### config.mk
export PLATFORM = sky130hd
export DESIGN_NAME = rdreq_mux
export DESIGN_NICKNAME = d
export VERILOG_FILES = /design/src/verilog/rdreq_pkg.sv /design/src/verilog/rdreq_channel.sv /design/src/verilog/rdreq_arbiter.sv /design/src/verilog/rdreq_tlp_formatter.sv /design/src/verilog/rdreq_mux.sv
export SDC_FILE = /design/constraint.sdc
export NUM_CORES = 1
export LEC_CHECK = 0
export BUFFER_PORTS_ARGS = -buffer_cell sky130_fd_sc_hd__buf_2
export CAP_MARGIN = 20
export CORE_MARGIN = 1
export CORE_UTILIZATION = 37
export DETAILED_ROUTE_END_ITERATION = 7
export PLACE_DENSITY = 0.55
export SKIP_CTS_REPAIR_TIMING = 1
export SLEW_MARGIN = 5
export SYNTH_ARGS = -nofsm -noshare
export SYNTH_HDL_FRONTEND = slang
export SYNTH_HIERARCHICAL = 1
export SYNTH_SLANG_ARGS = --single-unit
### constraint.sdc
create_clock -name clock -period 8.4 [get_ports clock]
set_input_delay 1.68 -clock clock [delete_from_list [all_inputs] [get_ports clock]]
set_output_delay 1.68 -clock clock [all_outputs]
set_load 0.02 [all_outputs]
### src/verilog/rdreq_pkg.sv
// shared widths and structs; enabled_channels is a build-time mask, max read fixed at 512 bytes
package rdreq_pkg;

   localparam int num_channels = 4;                  // channel slots in the mux
   // slots actually built, others tie off
   localparam logic [num_channels-1:0] enabled_channels = 4'b0101;
   localparam int tag_low_bits = 3;                  // per-channel free tag part
   localparam int block_addr_bits = 55;              // byte address [63:9]
   localparam int block_count_bits = 13;             // blocks per command
   localparam int read_length_dw = 128;              // 512 byte read, in dwords

   // one command as loaded into a channel
   typedef struct packed {
      logic [block_addr_bits-1:0] block_addr;        // first block
      logic [block_count_bits-1:0] block_count;      // zero means nothing to do
   } rd_cmd_t;

   // granted request, arbiter to formatter
   typedef struct packed {
      logic [block_addr_bits-1:0] block_addr;
      logic [1:0] channel;                           // slot that won
      logic [tag_low_bits-1:0] tag_low;              // tag sampled at grant
   } rd_req_t;

   // one 64-bit beat on the output stream
   typedef struct packed {
      logic only_low_dw;   // 3DW tail, upper dword unused
      logic last;          // second beat of the header
      logic [63:0] data;   // lower dword goes first on the link
   } tlp_beat_t;

endpackage

### src/verilog/rdreq_channel.sv
// one command at a time; a load while busy overwrites the running command
`timescale 1ns/1ps

module rdreq_channel
   import rdreq_pkg::*;
(
   input  logic clock,
   input  logic reset,
   input  logic load,                             // one-cycle command strobe
   input  rd_cmd_t cmd,
   input  logic advance,                          // block granted this cycle
   output logic idle,                             // may take a new command
   output logic pending,                          // blocks left to request
   output logic [block_addr_bits-1:0] block_addr
);

   logic [block_count_bits-1:0] count;
   logic [block_count_bits-1:0] count_next;

   // next count, load wins over advance
   always_comb
   begin
      if (load)
         count_next = cmd.block_count;
      else
         count_next = count - block_count_bits'(advance);
   end

   always_ff @(posedge clock)
   begin
      if (reset)
      begin
         count <= '0;
         idle <= 1'b1;
         pending <= 1'b0;
      end
      else
      begin
         count <= count_next;
         idle <= (count_next == '0);     // drops the cycle after load
         pending <= (count != '0);       // lags count by one cycle
      end
   end

   // address stepper, payload only
   always_ff @(posedge clock)
   begin
      if (load)
         block_addr <= cmd.block_addr;
      else
         block_addr <= block_addr + block_addr_bits'(advance);  // one block = 512 bytes
   end

endmodule

### src/verilog/rdreq_arbiter.sv
// round robin over enabled slots, one slot looked at per idle cycle; one request in flight
`timescale 1ns/1ps

module rdreq_arbiter
   import rdreq_pkg::*;
(
   input  logic clock,
   input  logic reset,
   input  logic [num_channels-1:0] pending,
   input  logic [block_addr_bits-1:0] block_addr [num_channels],
   input  logic [num_channels-1:0] tag_valid,
   input  logic [tag_low_bits-1:0] tag_low [num_channels],
   output logic [num_channels-1:0] advance,       // also the tag_taken pulse
   output logic req_valid,
   output rd_req_t req,
   input  logic req_done                          // formatter took the last beat
);

   logic [1:0] ptr;     // slot under examination
   logic grant;

   // next built slot after from, wraps around
   function automatic logic [1:0] next_enabled(input logic [1:0] from);
      logic [1:0] slot;
      logic found;
      found = 1'b0;
      next_enabled = from;
      for (int k = 1; k <= num_channels; k++)
      begin
         slot = from + k[1:0];
         if (!found && enabled_channels[slot])
         begin
            next_enabled = slot;
            found = 1'b1;
         end
      end
   endfunction

   // grant needs work and a free tag on the current slot
   assign grant = !req_valid && pending[ptr] && tag_valid[ptr];
   assign advance = grant ? (num_channels'(1) << ptr) : '0;

   always_ff @(posedge clock)
   begin
      if (reset)
      begin
         ptr <= next_enabled(2'(num_channels - 1));  // first built slot
         req_valid <= 1'b0;
      end
      else if (req_valid)
      begin
         if (req_done)
         begin
            req_valid <= 1'b0;
            ptr <= next_enabled(ptr);   // resume after the served slot
         end
      end
      else if (grant)
         req_valid <= 1'b1;             // ptr holds on the winner
      else
         ptr <= next_enabled(ptr);
   end

   // request latch, stable until req_done
   always_ff @(posedge clock)
   begin
      if (grant)
      begin
         req.block_addr <= block_addr[ptr];
         req.channel <= ptr;
         req.tag_low <= tag_low[ptr];
      end
   end

endmodule

### src/verilog/rdreq_tlp_formatter.sv
// memory read headers only, all-ones byte enables, length fixed at read_length_dw
`timescale 1ns/1ps

module rdreq_tlp_formatter
   import rdreq_pkg::*;
(
   input  logic clock,
   input  logic reset,
   input  logic req_valid,
   input  rd_req_t req,
   input  logic [15:0] requester_id,
   output logic req_done,
   output logic tlp_valid,
   output tlp_beat_t tlp,
   input  logic tlp_ready
);

   logic beat;                 // 0 = dw0/dw1, 1 = address
   logic [63:0] byte_addr;
   logic four_dw;
   logic [7:0] tag;
   logic [31:0] dw0, dw1, dw2, dw3;

   assign byte_addr = {req.block_addr, 9'd0};
   assign four_dw = (byte_addr[63:32] != 32'd0);         // above 4 GB
   assign tag = {2'b00, req.channel, 1'b0, req.tag_low};

   // fmt 000/001 no data, type 00000 memory read
   assign dw0 = {2'b00, four_dw, 5'b00000, 14'd0, 10'(read_length_dw)};
   assign dw1 = {requester_id, tag, 8'hff};              // last and first BE all ones
   assign dw2 = four_dw ? byte_addr[63:32] : byte_addr[31:0];
   assign dw3 = byte_addr[31:0];                         // unused for 3DW

   assign req_done = tlp_valid && tlp_ready && beat;

   always_ff @(posedge clock)
   begin
      if (reset)
      begin
         tlp_valid <= 1'b0;
         beat <= 1'b0;
      end
      else if (!tlp_valid)
         tlp_valid <= req_valid;         // beat 0 next cycle
      else if (tlp_ready)
      begin
         beat <= !beat;
         tlp_valid <= !beat;             // drop after the address beat
      end
   end

   // beat payload, held while tlp_ready is low
   always_ff @(posedge clock)
   begin
      if (!tlp_valid && req_valid)
         tlp <= '{only_low_dw: 1'b0, last: 1'b0, data: {dw1, dw0}};
      else if (tlp_valid && tlp_ready && !beat)
         tlp <= '{only_low_dw: !four_dw, last: 1'b1, data: {dw3, dw2}};
   end

endmodule

### src/verilog/rdreq_mux.sv
// slots missing from enabled_channels never become ready; tag_low must hold while tag_valid is high
`timescale 1ns/1ps

module rdreq_mux
   import rdreq_pkg::*;
(
   input  logic clock,
   input  logic reset,
   input  logic [num_channels-1:0] cmd_load,      // per-channel strobe
   input  rd_cmd_t cmd,                           // shared by all slots
   output logic [num_channels-1:0] cmd_ready,
   input  logic [15:0] requester_id,
   input  logic [num_channels-1:0] tag_valid,
   input  logic [tag_low_bits-1:0] tag_low [num_channels],
   output logic [num_channels-1:0] tag_taken,
   output logic tlp_valid,
   output tlp_beat_t tlp,
   input  logic tlp_ready
);

   logic [num_channels-1:0] pending;
   logic [num_channels-1:0] advance;
   logic [block_addr_bits-1:0] block_addr [num_channels];
   logic req_valid;
   logic req_done;
   rd_req_t req;

   assign tag_taken = advance;   // a grant consumes the tag

   for (genvar i = 0; i < num_channels; i++)
   begin : g_slot
      if (enabled_channels[i])
      begin : g_on
         rdreq_channel channel0 (
            .clock      (clock),
            .reset      (reset),
            .load       (cmd_load[i]),
            .cmd        (cmd),
            .advance    (advance[i]),
            .idle       (cmd_ready[i]),
            .pending    (pending[i]),
            .block_addr (block_addr[i])
         );
      end
      else
      begin : g_off
         // unbuilt slot, never ready or pending
         assign cmd_ready[i] = 1'b0;
         assign pending[i] = 1'b0;
         assign block_addr[i] = '0;
      end
   end

   rdreq_arbiter arbiter0 (
      .clock      (clock),
      .reset      (reset),
      .pending    (pending),
      .block_addr (block_addr),
      .tag_valid  (tag_valid),
      .tag_low    (tag_low),
      .advance    (advance),
      .req_valid  (req_valid),
      .req        (req),
      .req_done   (req_done)
   );

   rdreq_tlp_formatter formatter0 (
      .clock        (clock),
      .reset        (reset),
      .req_valid    (req_valid),
      .req          (req),
      .requester_id (requester_id),
      .req_done     (req_done),
      .tlp_valid    (tlp_valid),
      .tlp          (tlp),
      .tlp_ready    (tlp_ready)
   );

endmodule

; ---- Yosys cells after proc, flatten, opt, wreduce, memory -nomap -nowiden
; Cells that the tools add are included.
[word_totals]
input_bits = 107
out_inout_bits = 75
regBits = 271
[classes]
eq_ne = 4
n_shift = 1
n_lt_le_gt_ge = 5
reduce_logical = 30
mux = 64
bitwise_logic = 1
add_sub_neg = 7
[op_table]
columns = operator, count
row1 = 55-bit 2-to-1 mux, 4
row2 = 64-bit 2-to-1 mux, 2
row3 = 55-bit by 1-bit adder with 55-bit output, 2
row4 = 55-bit binary-select mux with 2-bit select, 1
row5 = 1-bit 2-to-1 mux, 34
row6 = 32-bit 2-to-1 mux, 1
row7 = 32-bit nonzero test, 1
row8 = 13-bit zero test, 2
row9 = 13-bit 2-to-1 mux, 2
row10 = 13-bit nonzero test, 2
row11 = 13-bit by 1-bit subtractor with 13-bit output, 2
row12 = 2-bit 2-to-1 mux, 10
row13 = 1-bit binary-select mux with 2-bit select, 6
row14 = 1-bit logical AND, 12
row15 = 2-bit by 3-bit less-than comparator with 1-bit output (second input constant), 4
row16 = 1-bit zero test, 10
row17 = 3-bit binary-select mux with 2-bit select, 1
row18 = 3-bit 2-to-1 mux, 2
row19 = 2-bit adder (second input constant), 2
row20 = 4-bit 2-to-1 mux, 1
row21 = 2-bit by 1-bit inequality test with 1-bit output (second input constant), 2
row22 = 2-bit inequality test (second input constant), 2
row23 = 4-bit AND reduction, 1
row24 = 1-bit by 2-bit left shift with 4-bit output (first input constant), 1
row25 = other kinds (5), 5

; ---- Depth between registers and ports, before layout
; Gate-level depths: netlist (run 1).
[depth]
ltp_word = 24
ltp_mapped = 13
mapped_depth_nobuf = 12

; ---- Modules after synthesis
; The synthesis (run 1) kept the hierarchy.
[by_module_without_submodules]
columns = module, seq_area_each_um2, cells_per_inst, n_inst, area_per_inst_um2
row1 = rdreq_channel (g_slot[0].g_on.channel0), 1401.3, 462, 1, 3706.1
row2 = rdreq_channel (g_slot[2].g_on.channel0), 1401.3, 427, 1, 3550.9
row3 = rdreq_arbiter, 1861.8, 161, 1, 3515.9
row4 = rdreq_tlp_formatter, 1441.4, 279, 1, 2514.9
row5 = rdreq_mux, 0.0, 3, 1, 18.8

; ---- Worst setup path before layout (run 1)
; Ideal clock, no wire load.
[synth_path]
path_type = input -> register
from = in tag_valid[0]
to = reg g_slot[2].g_on.channel0.idle
path_slack_ns = 3.442
t_arrival_ns = 4.842
stages = 12
setup_ns = 0.116
path_cell_list = nand4bb_1 > a41o_1 > inv_2 > and2_1 > ha_1 > ha_1 > nor3b_1 > nand2_1 > xor2_1 > o2111a_1 > and4_1 > a41o_1
[synth_via]
elab_chain_len = 7
[synth_rtl]
columns = item, line
row1 = from (decl), rdreq_mux.sv:13  ; input logic [num_channels-1:0] tag_valid,
row2 = 1-bit binary-select mux with 2-bit select, rdreq_arbiter.sv:40  ; assign grant = !req_valid && pending[ptr] && tag_valid[ptr];
row3 = 1-bit 2-to-1 mux (not written as such), rdreq_arbiter.sv:40
row4 = 1-bit logical AND, rdreq_arbiter.sv:40
row5 = named net arbiter0.grant, rdreq_arbiter.sv:20  ; logic grant;
row6 = 4-bit 2-to-1 mux, rdreq_arbiter.sv:41  ; assign advance = grant ? (num_channels'(1) << ptr) : '0;
row7 = named net tag_taken[2], rdreq_mux.sv:15  ; output logic [num_channels-1:0] tag_taken,
row8 = 13-bit by 1-bit subtractor with 13-bit output, rdreq_channel.sv:26  ; count_next = count - block_count_bits'(advance);
row9 = 13-bit 2-to-1 mux, rdreq_channel.sv:23  ; if (load)
row10 = 13-bit zero test, rdreq_channel.sv:40  ; idle <= (count_next == '0);
row11 = to (signal assigned), rdreq_channel.sv:40
row12 = to (decl), rdreq_channel.sv:12  ; output logic idle,
; The timed path passes the listed nets, and every way through them passes these cells. The select of a mux whose other input is x is not followed.
; A chain may end at the register's enable or synchronous reset.

; ---- Worst setup path in the final report (run 1)
[layout_path]
from = in tag_valid[0]
to = out tag_taken[3]
[layout_via]
elab_chain_len = 4
[layout_rtl]
columns = item, line
row1 = 1-bit binary-select mux with 2-bit select, rdreq_arbiter.sv:40
row2 = 1-bit 2-to-1 mux (not written as such), rdreq_arbiter.sv:40
row3 = 1-bit logical AND, rdreq_arbiter.sv:40
row4 = named net arbiter0.grant, rdreq_arbiter.sv:20
row5 = 4-bit 2-to-1 mux, rdreq_arbiter.sv:41
row6 = to (decl), rdreq_mux.sv:15
; The timed path passes the listed nets, and every way through them passes these cells. The select of a mux whose other input is x is not followed.

==> results of run 1 <==
[final cells by class]
cell class / count / share of cell area
multi-input combinational: 1078 / 0.4445
sequential: 264 / 0.3828
timing repair buffer: 189 / 0.06153
clock buffer: 44 / 0.05667
tap: 461 / 0.03614
clock inverter: 13 / 0.01262
inverter: 22 / 0.005174
antenna: 3 / 0.0004703
[flip-flops by register name (all words and copies together), names as in the netlist]
register                         cells
g_slot.g_on.channel0/block_addr    110
arbiter0/req                        60
formatter0/tlp                      59
g_slot.g_on.channel0/count          26
arbiter0/ptr                         2
g_slot.g_on.channel0/idle            2
g_slot.g_on.channel0/pending         2
arbiter0/req_valid                   1
formatter0/beat                      1
formatter0/tlp_valid                 1
[through the flow]
step                power (mW)  hold slack, ns  worst slack (ns)
finish                   3.897          0.4494             3.313
global route             4.079          0.4711             3.199
CTS                      3.929          0.4482             3.278
detailed placement       2.479          0.4389             3.282
global placement         2.465          0.4275             3.317
floorplan                2.216          0.4211             3.442
[power groups by stage]
stage	Clock, mW	Combinational [mW]	Sequential (mW)
floorplan	0	0.458	1.76
global placement	0	0.746	1.72
detailed placement	0	0.758	1.72
CTS	1.47	0.761	1.70
global route	1.52	0.834	1.72
finish	1.44	0.757	1.70
[cell families (layout without fill, tap and decap cells)]
kind of cell | Yosys count | after routing
other | 1 | 118
AO/OA/AOI/OAI | 217 | 217
multiplexers | 75 | 75
XOR/XNOR | 98 | 98
AND/OR/NAND/NOR | 561 | 561
flip-flops | 264 | 264
adder cells (fa/ha/maj) | 12 | 12
buffers and inverters | 104 | 268
[placed cells by master, fill, tap and decap left out, drive strengths merged, types with 12 or more instances in the layout]
master and n:
nand2 214, buf 189, dfxtp 182, o21ai 121, conb 115, edfxtp 82
nor2 82, xor2 61, mux4 58, nand3 57, and3 45, clkbuf 44
nand4 42, xnor2 37, a21oi 34, a31oi 25, inv 22, nor4 22
or3 16, and4 15, o31ai 14, ha 12, nor3 12
[worst paths after layout]
check / from / to / slack, ns / depth (start not counted)
worst max-delay path: tag_valid[0] / tag_taken[3] / 3.31 / 7
worst min-delay path: formatter0/tlp[64] / formatter0/tlp[64] / 0.45 / 2
worst max register to register: arbiter0/ptr[1] / g_slot[0].g_on.channel0/block_addr[54] / 4.44 / 11
worst min register to register: formatter0/tlp[64] / formatter0/tlp[64] / 0.45 / 2
[worst max-delay path, stage by stage]
cell and delay, ns:
buf_2 0.10, nand4bb_1 0.16, a41o_1 0.31, inv_2 0.08
buf_4 0.61, and2_1 0.24, buf_2 0.18
[metal layers]
layer	share of wire	wire length (um)	global-route usage	vias up
li1	-	-	-	5285
met1	0.48	17580	0.2841	5029
met2	0.44	16430	0.3134	284
met3	0.060	2212	0.03362	49
met4	0.020	741	0.04945	6
met5	0.0010	37	0	-
==> reports/metrics.yaml, run 1 <==
yosys:
  synth_top_area_share: 0.2738
  netlist_area_sq_mm: 0.01331
  synthArstFlopShare: 0
  yosysMostFrequentCell: "nand2_1"
  synth-edff-count: 82
  synthFlopType: "dfxtp_1"
  yosys.area.top_type: "dfxtp_1"
  synthTopCellsByCount: "214 x nand2_1, 182 x dfxtp_1, 90 x o21ai_0"
  synth_top_family_by_area: "simple AND/OR/NAND/NOR gates"
  muxShareOfSynthArea: 0.1130
  syn_avg_cell_area_sq_um: 9.990
  synth_area_leaders: "dfxtp_1 27%, edfxtp_1 19%, mux4_2 9.0%"
  yosysWarnings: 6
  synth-xor-area-share: 0.06450
  yosys.area_share.simple: 0.2172
  syn_inst: 1332
  yosysSeqAreaShare: 0.4589
  synth.distinct_cells: 71
  synth_compound_area_frac: 0.09422
  synth_seq_cells: 264
  synth_adder_area_share: 0.01128
power_and_ir_drop:
  power.leakage_nw: 6.335
  powerDensity_mw_per_mm2: 244.2
  seqPwrFrac: 0.435
  p_sw_mw: 1.154
  p_comb_frac: 0.194
  peakVddDrop_mv: 0.1671
  switching_share: 0.2962
  p_int_mw: 2.743
  clkPwrFrac: 0.370
route:
  dr.pass1.iters: 5
  routed-via-count: 10650
  drt-initial-drc-count: 693
  viasPerCell: 5.136
  antenna_left: 0
  routed_wl_um: 37000
  drc: 0
  wl_per_cell_um: 17.84
grt:
  globalRouteTotalUtil: 0.1995
  grt_max_degree: 92
  grt_pass1_vias: 9793
  grt-ovfl-total: 0
  grt_pass1_wl_um: 56360
  antenna_found_initial: 7
placement:
  place.gp.congestion: 0.8327
  dp_hpwl_um: 26760
  placedCellCount: 2013
  placement.cell_area_sq_mm: 0.01484
  numPortBuffers: 177
critical_path:
  worstPathMaxFanout: 62
  critPathKind: "input port to primary output"
  cp-end-kind: "primary output"
  start_kind: "input port"
  critPathRequiredTime_ns: 6.72
  cp.arrival_ns: 3.41
hold_path:
  hold_class: "flop to flop"
layout:
  drive_gt1_frac: 0.2025
  post-route-util: 0.4498
  final_nets: 1705
  instances_no_fill: 2074
  regArea_sq_mm: 0.006111
  design_area_sq_mm: 0.01596
  multi_input_area_sq_mm: 0.007096
  area_delta_synth_final_pct: 19.95
  fillers: 3426
timing:
  period_needed_ns: 5.087
  slew_headroom: 0.2795
  hold_viol_final: 0
  fin_setup_tns_ns: 0
  worstMarginPinSlew_ns: 1.078
  grt_setup_unrepaired: "false"
  max_freq_ghz: 0.1966
  finalSetupViolations: 0
  slew_violations: 0
  period_share: 0.6056
  fin_skew_ns: 0.009998
run:
  maxCapViolCount: 0
outcome:
  status: "finished, final reports clean"
clocking:
  clk_pin_slew_worst_paths_ns: 0.06
  cts-root-buf: "clkbuf_16"
  clk_latency_ns: 0.56
  clk_path_buf_depth: 3
  cts_tree: "yes"
  htreeDepth: 1
  cts_made_buffers: 31
  clock-sinks: 264
floorplanning:
  dieArea_sq_mm: 0.03673
  die_width_um: 191.6
  core_sq_mm: 0.03548
  start_util: 0.3750
  chipHeight_um: 191.6
  rows: 69
  boundaryPins: 182
(Power assumes the default switching activity.)
==> run 2: changes to the inputs <==
Clock period 8.4 ns to 5.1 ns, I/O delays scaled along.
==> run 2 against run 1 <==
Against the previous run:
- final cell count rose by 0.14%
- non-clock buffer count rose by 2
- global-route usage rose by 0.29 points
- core utilization rose by 0.088 points
- total power rose by 66%
- clock-buffer cell count fell by 5
- sequential share of layout area fell by 0.075 points
- critical path type is now flop to primary output
- critical endpoint unchanged
- largest cell class unchanged
- highest routed layer unchanged
==> reports/metrics.yaml, run 2 (same netlist as run 1, synthesis figures left out) <==
clocking:
  cts-root-buf: "clkbuf_16"
  clk_path_buf_depth: 3
  clk_pin_slew_worst_paths_ns: 0.06
  cts_made_buffers: 31
  htreeDepth: 1
  cts_tree: "yes"
  clock-sinks: 264
  clk_latency_ns: 0.55
grt:
  grt_pass1_wl_um: 57680
  antenna_found_initial: 6
  globalRouteTotalUtil: 0.2024
  grt_max_degree: 69
  grt-ovfl-total: 0
  grt_pass1_vias: 10320
layout:
  fillers: 3437
  final_cell_mix: "214 x nand2_1, 180 x dfxtp_1, 176 x buf_2"
  largest_reg_flops: 110
  regArea_sq_mm: 0.006111
  largest-register: "g_slot.g_on.channel0/block_addr"
  drive_gt1_frac: 0.2022
  reg_top3: "g_slot.g_on.channel0/block_addr x110, arbiter0/req x60, formatter0/tlp x59"
  multi_input_area_sq_mm: 0.007096
  final_nets: 1707
  final_common_cell: "nand2_1"
  area_delta_synth_final_pct: 20.19
power_and_ir_drop:
  powerDensity_mw_per_mm2: 403.9
  clkPwrFrac: 0.374
  switching_share: 0.2924
  finalPower_mw: 6.460
  seqPwrFrac: 0.433
  power.leakage_nw: 6.369
  p_sw_mw: 1.889
  p_int_mw: 4.571
  p_comb_frac: 0.193
  peakVddDrop_mv: 0.3026
critical_path:
  worstSetupStartpoint: "arbiter0/ptr[1]"
  cp-end-kind: "primary output"
  critPathKind: "flop to primary output"
  cp.arrival_ns: 2.95
  worstPathMaxFanout: 62
  critPathRequiredTime_ns: 4.08
  start_kind: "flop"
  r2r_start: "arbiter0/ptr[1]"
timing:
  max_freq_ghz: 0.2516
  slew_headroom: 0.3137
  grt_setup_unrepaired: "false"
  period_needed_ns: 3.974
  finalSetupViolations: 0
  fin_skew_ns: 0.007560
  hold_viol_final: 0
  slew_violations: 0
  fin_setup_tns_ns: 0
  worstMarginPinSlew_ns: 1.027
  period_share: 0.7792
route:
  routed-via-count: 10840
  antenna_left: 0
  viasPerCell: 5.219
  wl_per_cell_um: 17.93
  routed_wl_um: 37240
  drt-initial-drc-count: 632
  dr.pass1.iters: 5
  drc: 0
placement:
  dp_hpwl_um: 27300
  numPortBuffers: 177
  place.gp.congestion: 0.8284
floorplanning:
  boundaryPins: 182
  dieArea_sq_mm: 0.03673
  start_util: 0.3750
  core_sq_mm: 0.03548
  die_width_um: 191.6
  rows: 69
  chipHeight_um: 191.6
outcome:
  status: "finished, final reports clean"
run:
  maxCapViolCount: 0
hold_path:
  hold_start: "formatter0/tlp[64]"
  hold_class: "flop to flop"
run 2: final timing paths:
check,depth (start not counted),slack (ns),to
worst max register to register,11,1.31,g_slot[0].g_on.channel0/block_addr[54]
worst max-delay path,6,1.13,tag_taken[3]
worst min-delay path,2,0.45,formatter0/tlp[64]
worst min register to register,2,0.45,formatter0/tlp[64]
run 2: critical path: stages, from the launching register on:
cell and delay [ns]:
dfxtp_2 0.78, nand4b_1 0.17, a41o_1 0.33, inv_2 0.08, buf_4 0.60, and2_1 0.22
buf_2 0.18
run 2: layout make-up:
type / count / area share
clock buffer: 39 / 0.05359
sequential: 264 / 0.3821
tap: 461 / 0.03607
timing repair buffer: 191 / 0.06235
clock inverter: 18 / 0.01643
antenna: 4 / 0.0006259
multi-input combinational: 1078 / 0.4437
inverter: 22 / 0.005164
run 2: metal layers:
metal	part of all wire	GRT usage	vias up
li1	-	-	5286
met1	0.45	0.2750	5171
met2	0.45	0.3292	315
met3	0.069	0.03709	62
met4	0.025	0.05525	6
met5	0.00094	0	-
run 2: power by group through the flow:
stage | sequential [mW] | clock (mW) | combinational [mW]
floorplan | 2.90 | 0 | 0.754
global placement | 2.84 | 0 | 1.23
finish | 2.80 | 2.41 | 1.25
global route | 2.84 | 2.55 | 1.37
CTS | 2.80 | 2.47 | 1.25
detailed placement | 2.84 | 0 | 1.24
run 2: metrics by stage:
| stage | std cells | worst slack [ns] | util | hold slack, ns | instance area (sq um) |
|---|---|---|---|---|---|
| after floorplan | 1446 | 0.8020 | - | 0.4211 | 13730 |
| after global placement | 2015 | 0.9996 | 0.4186 | 0.4274 | 14850 |
| after detailed placement | 2015 | 0.9923 | 0.4186 | 0.4403 | 14850 |
| after CTS | 2072 | 1.055 | 0.4501 | 0.4497 | 15970 |
| after global routing | 2073 | 0.9016 | 0.4504 | 0.4661 | 15980 |
| final | 2077 | 1.126 | 0.4507 | 0.4455 | 15990 |
==> run 3: changes to the inputs <==
Settings changed: ABC_AREA from default to 1.
Clock period 5.1 ns to 3.9 ns, I/O delays scaled along.
==> run 3 against run 2 <==
Against the previous run:
- synthesized cell count increased by 60%
- clock power rose by 20%
- register-to-register slack got worse by 0.70 ns
- routed wire length up 42%
- global-route usage rose by 4.9 points
- sequential share of layout area decreased by 3.7 points
- cell area increased by 11%
- non-clock buffer count did not move
- via count is 35% higher
- total power grew 51%
- critical path type is now flop to flop
- largest power group unchanged
==> reports/metrics.yaml, run 3 <==
yosys:
  synthFlopType: "dfxtp_1"
  yosysWarnings: 6
  yosysSeqAreaShare: 0.4045
  synth-edff-count: 82
  synth_top_area_share: 0.2414
  netlist_area_sq_mm: 0.01510
  yosysMostFrequentCell: "nand2_1"
  synth_seq_cells: 264
  synth.distinct_cells: 52
  syn_inst: 2136
  syn_avg_cell_area_sq_um: 7.067
  synthTopCellsByCount: "578 x nand2_1, 320 x nor2_1, 182 x dfxtp_1"
  synthArstFlopShare: 0
  yosys.area.top_type: "dfxtp_1"
  synth_area_leaders: "dfxtp_1 24%, edfxtp_1 16%, nand2_1 14%"
power_and_ir_drop:
  p_sw_mw: 3.561
  p_int_mw: 6.205
  peakVddDrop_mv: 0.3314
  seqPwrFrac: 0.427
  power.leakage_nw: 7.869
  p_comb_frac: 0.277
  powerDensity_mw_per_mm2: 551.6
  clkPwrFrac: 0.296
  switching_share: 0.3646
layout:
  area_delta_synth_final_pct: 17.29
  n_antenna_cell: 0
  design_area_sq_mm: 0.01771
  fillers: 4254
  final_cell_mix: "578 x nand2_1, 319 x nor2_1, 180 x dfxtp_1"
  drive_gt1_frac: 0.1464
  post-route-util: 0.4426
  largest-register: "g_slot.g_on.channel0/block_addr"
  reg_top3: "g_slot.g_on.channel0/block_addr x110, arbiter0/req x60, formatter0/tlp x59"
  final_common_cell: "nand2_1"
  final_nets: 2499
  largest_reg_flops: 110
timing:
  hold_viol_final: 0
  period_needed_ns: 3.293
  finalSetupViolations: 0
  fin_setup_tns_ns: 0
  period_share: 0.8444
  max_freq_ghz: 0.3037
  slew_violations: 0
  fin_skew_ns: 0.02674
  slew_headroom: 0.3360
  worstMarginPinSlew_ns: 0.9960
  grt_setup_unrepaired: "false"
route:
  routed_wl_um: 52900
  drc: 0
  viasPerCell: 5.002
  dr.pass1.iters: 6
  wl_per_cell_um: 18.06
  drt-initial-drc-count: 1287
  routed-via-count: 14650
  antenna_left: 0
floorplanning:
  boundaryPins: 182
  chipHeight_um: 204.0
  dieArea_sq_mm: 0.04161
  core_sq_mm: 0.04001
  start_util: 0.3773
  die_width_um: 204.0
  rows: 73
critical_path:
  cp_slowest_cell: "dfxtp_2"
  r2r_start: "arbiter0/ptr[1]"
  critPathBufInv: 1
  cp_cell_sequence: "inv_1, nand3_2, nand3_4, nor2_1, ha_1, ha_1, nand2_2, nor2_4, nand2_4, nor2_8, nand2_4, nor2_4, nand2_2, nor2_1, nand2_1, nand3_1, nand2_1"
  critPathRequiredTime_ns: 4.38
  cp.arrival_ns: 3.77
  regToRegSetupSlack_ns: 0.61
  worstPathMaxFanout: 23
  start_kind: "flop"
  regToRegEndpoint: "g_slot[0].g_on.channel0/block_addr[52]"
  critPathMaxStageDelay_ns: 0.63
  crit_family: "simple AND/OR/NAND/NOR gates"
  critPathKind: "flop to flop"
  crit_cells: 17
  r2r_cells: 17
  cp-end-kind: "flop"
grt:
  globalRouteTotalUtil: 0.2512
  grt_pass1_wl_um: 79310
  antenna_found_initial: 0
  grt_pass1_vias: 13450
  grt-ovfl-total: 0
  grt_max_degree: 117
hold_path:
  hold_path_depth: 3
  hold_start: "cmd[46]"
  hold_class: "input port to flop"
  hold_end: "g_slot[0].g_on.channel0/block_addr[33]"
clocking:
  clk_pin_slew_worst_paths_ns: 0.07
  clk_path_buf_depth: 3
  cts_tree: "yes"
  cts-root-buf: "clkbuf_16"
  clock-sinks: 264
  htreeDepth: 1
  clk_latency_ns: 0.59
  cts_made_buffers: 31
placement:
  dp_hpwl_um: 41500
  numPortBuffers: 177
  placement.cell_area_sq_mm: 0.01671
  place.gp.congestion: 0.9413
run:
  maxCapViolCount: 0
outcome:
  status: "finished, final reports clean"
## run 3: cell types whose count changed after synthesis, sizes merged, moves of 58 or more
cell / before / now
nand2: 214 / 605
nor2: 82 / 346
inv: 22 / 166
o21ai: 121 / 214
nand3: 57 / 133
mux4: 58 / 0
## run 3: power groups by stage
| stage | Combinational [mW] | Sequential (mW) | Clock (mW) |
|---|---|---|---|
| 2_1_floorplan | 1.56 | 4.38 | 0 |
| 3_3_place_gp | 2.67 | 4.22 | 0 |
| 3_5_place_dp | 2.70 | 4.23 | 0 |
| 4_1_cts | 2.71 | 4.18 | 2.95 |
| 5_1_grt | 3.02 | 4.25 | 3.06 |
| 6_report | 2.70 | 4.17 | 2.89 |
## run 3: worst max path at each step
stage                    start                                endpoint  slack [ns]
5_1_grt        arbiter0/ptr[1]  g_slot[0].g_on.channel0/block_addr[52]        0.34
4_1_cts        arbiter0/ptr[1]  g_slot[2].g_on.channel0/block_addr[44]        0.64
2_1_floorplan  arbiter0/ptr[0]  g_slot[2].g_on.channel0/block_addr[42]        0.94
3_3_place_gp      tag_valid[0]  g_slot[2].g_on.channel0/block_addr[52]        0.58
3_5_place_dp      tag_valid[0]  g_slot[0].g_on.channel0/block_addr[44]        0.55
6_report       arbiter0/ptr[1]  g_slot[0].g_on.channel0/block_addr[52]        0.61
## run 3: routing by layer
| metal | vias up | share of wire | global-route usage |
|---|---|---|---|
| met5 | - | 0 | 0 |
| met4 | 0 | 0.032 | 0.08422 |
| met3 | 72 | 0.065 | 0.02950 |
| met2 | 500 | 0.41 | 0.3652 |
| met1 | 6689 | 0.49 | 0.3801 |
| li1 | 7391 | - | - |
## run 3: stage by stage
stage / instances / hold WS [ns] / power, mW / setup WS, ns
after floorplan: 2249 / 0.4533 / 5.940 / 0.9415
final: 2929 / 0.3970 / 9.766 / 0.6068
after global placement: 2872 / 0.4351 / 6.893 / 0.5810
after detailed placement: 2872 / 0.4355 / 6.936 / 0.5497
after global routing: 2929 / 0.4023 / 10.34 / 0.3394
after CTS: 2929 / 0.3712 / 9.845 / 0.6388
## run 3: cells by family after synthesis
logic type | synth area share
XOR/XNOR | 0.03539
AND/OR/NAND/NOR | 0.3506
other | 0.0002484
AO/OA/AOI/OAI | 0.1270
flip-flops | 0.4045
buffers and inverters | 0.07236
adder cells (fa/ha/maj) | 0.009946
## run 3: cell type report
class                   count  area (sq um)  area share
clock buffers              36         825.8     0.04664
repair buffers            191         991.0     0.05597
flip-flops and latches    264          6111      0.3451
multi-input cells        1725          8324      0.4701
inverters                 167         629.4     0.03555
clock inverters            21         167.7    0.009469
well taps                 525         656.9     0.03710
## run 3: worst register-to-register path: stages, from the launching register on
cell and delay, ns:
dfxtp_2 0.63, inv_1 0.20, nand3_2 0.14, nand3_4 0.11, nor2_1 0.37, ha_1 0.36
ha_1 0.23, nand2_2 0.09, nor2_4 0.13, nand2_4 0.12, nor2_8 0.20, nand2_4 0.10
nor2_4 0.11, nand2_2 0.13, nor2_1 0.11, nand2_1 0.06, nand3_1 0.08, nand2_1 0.05
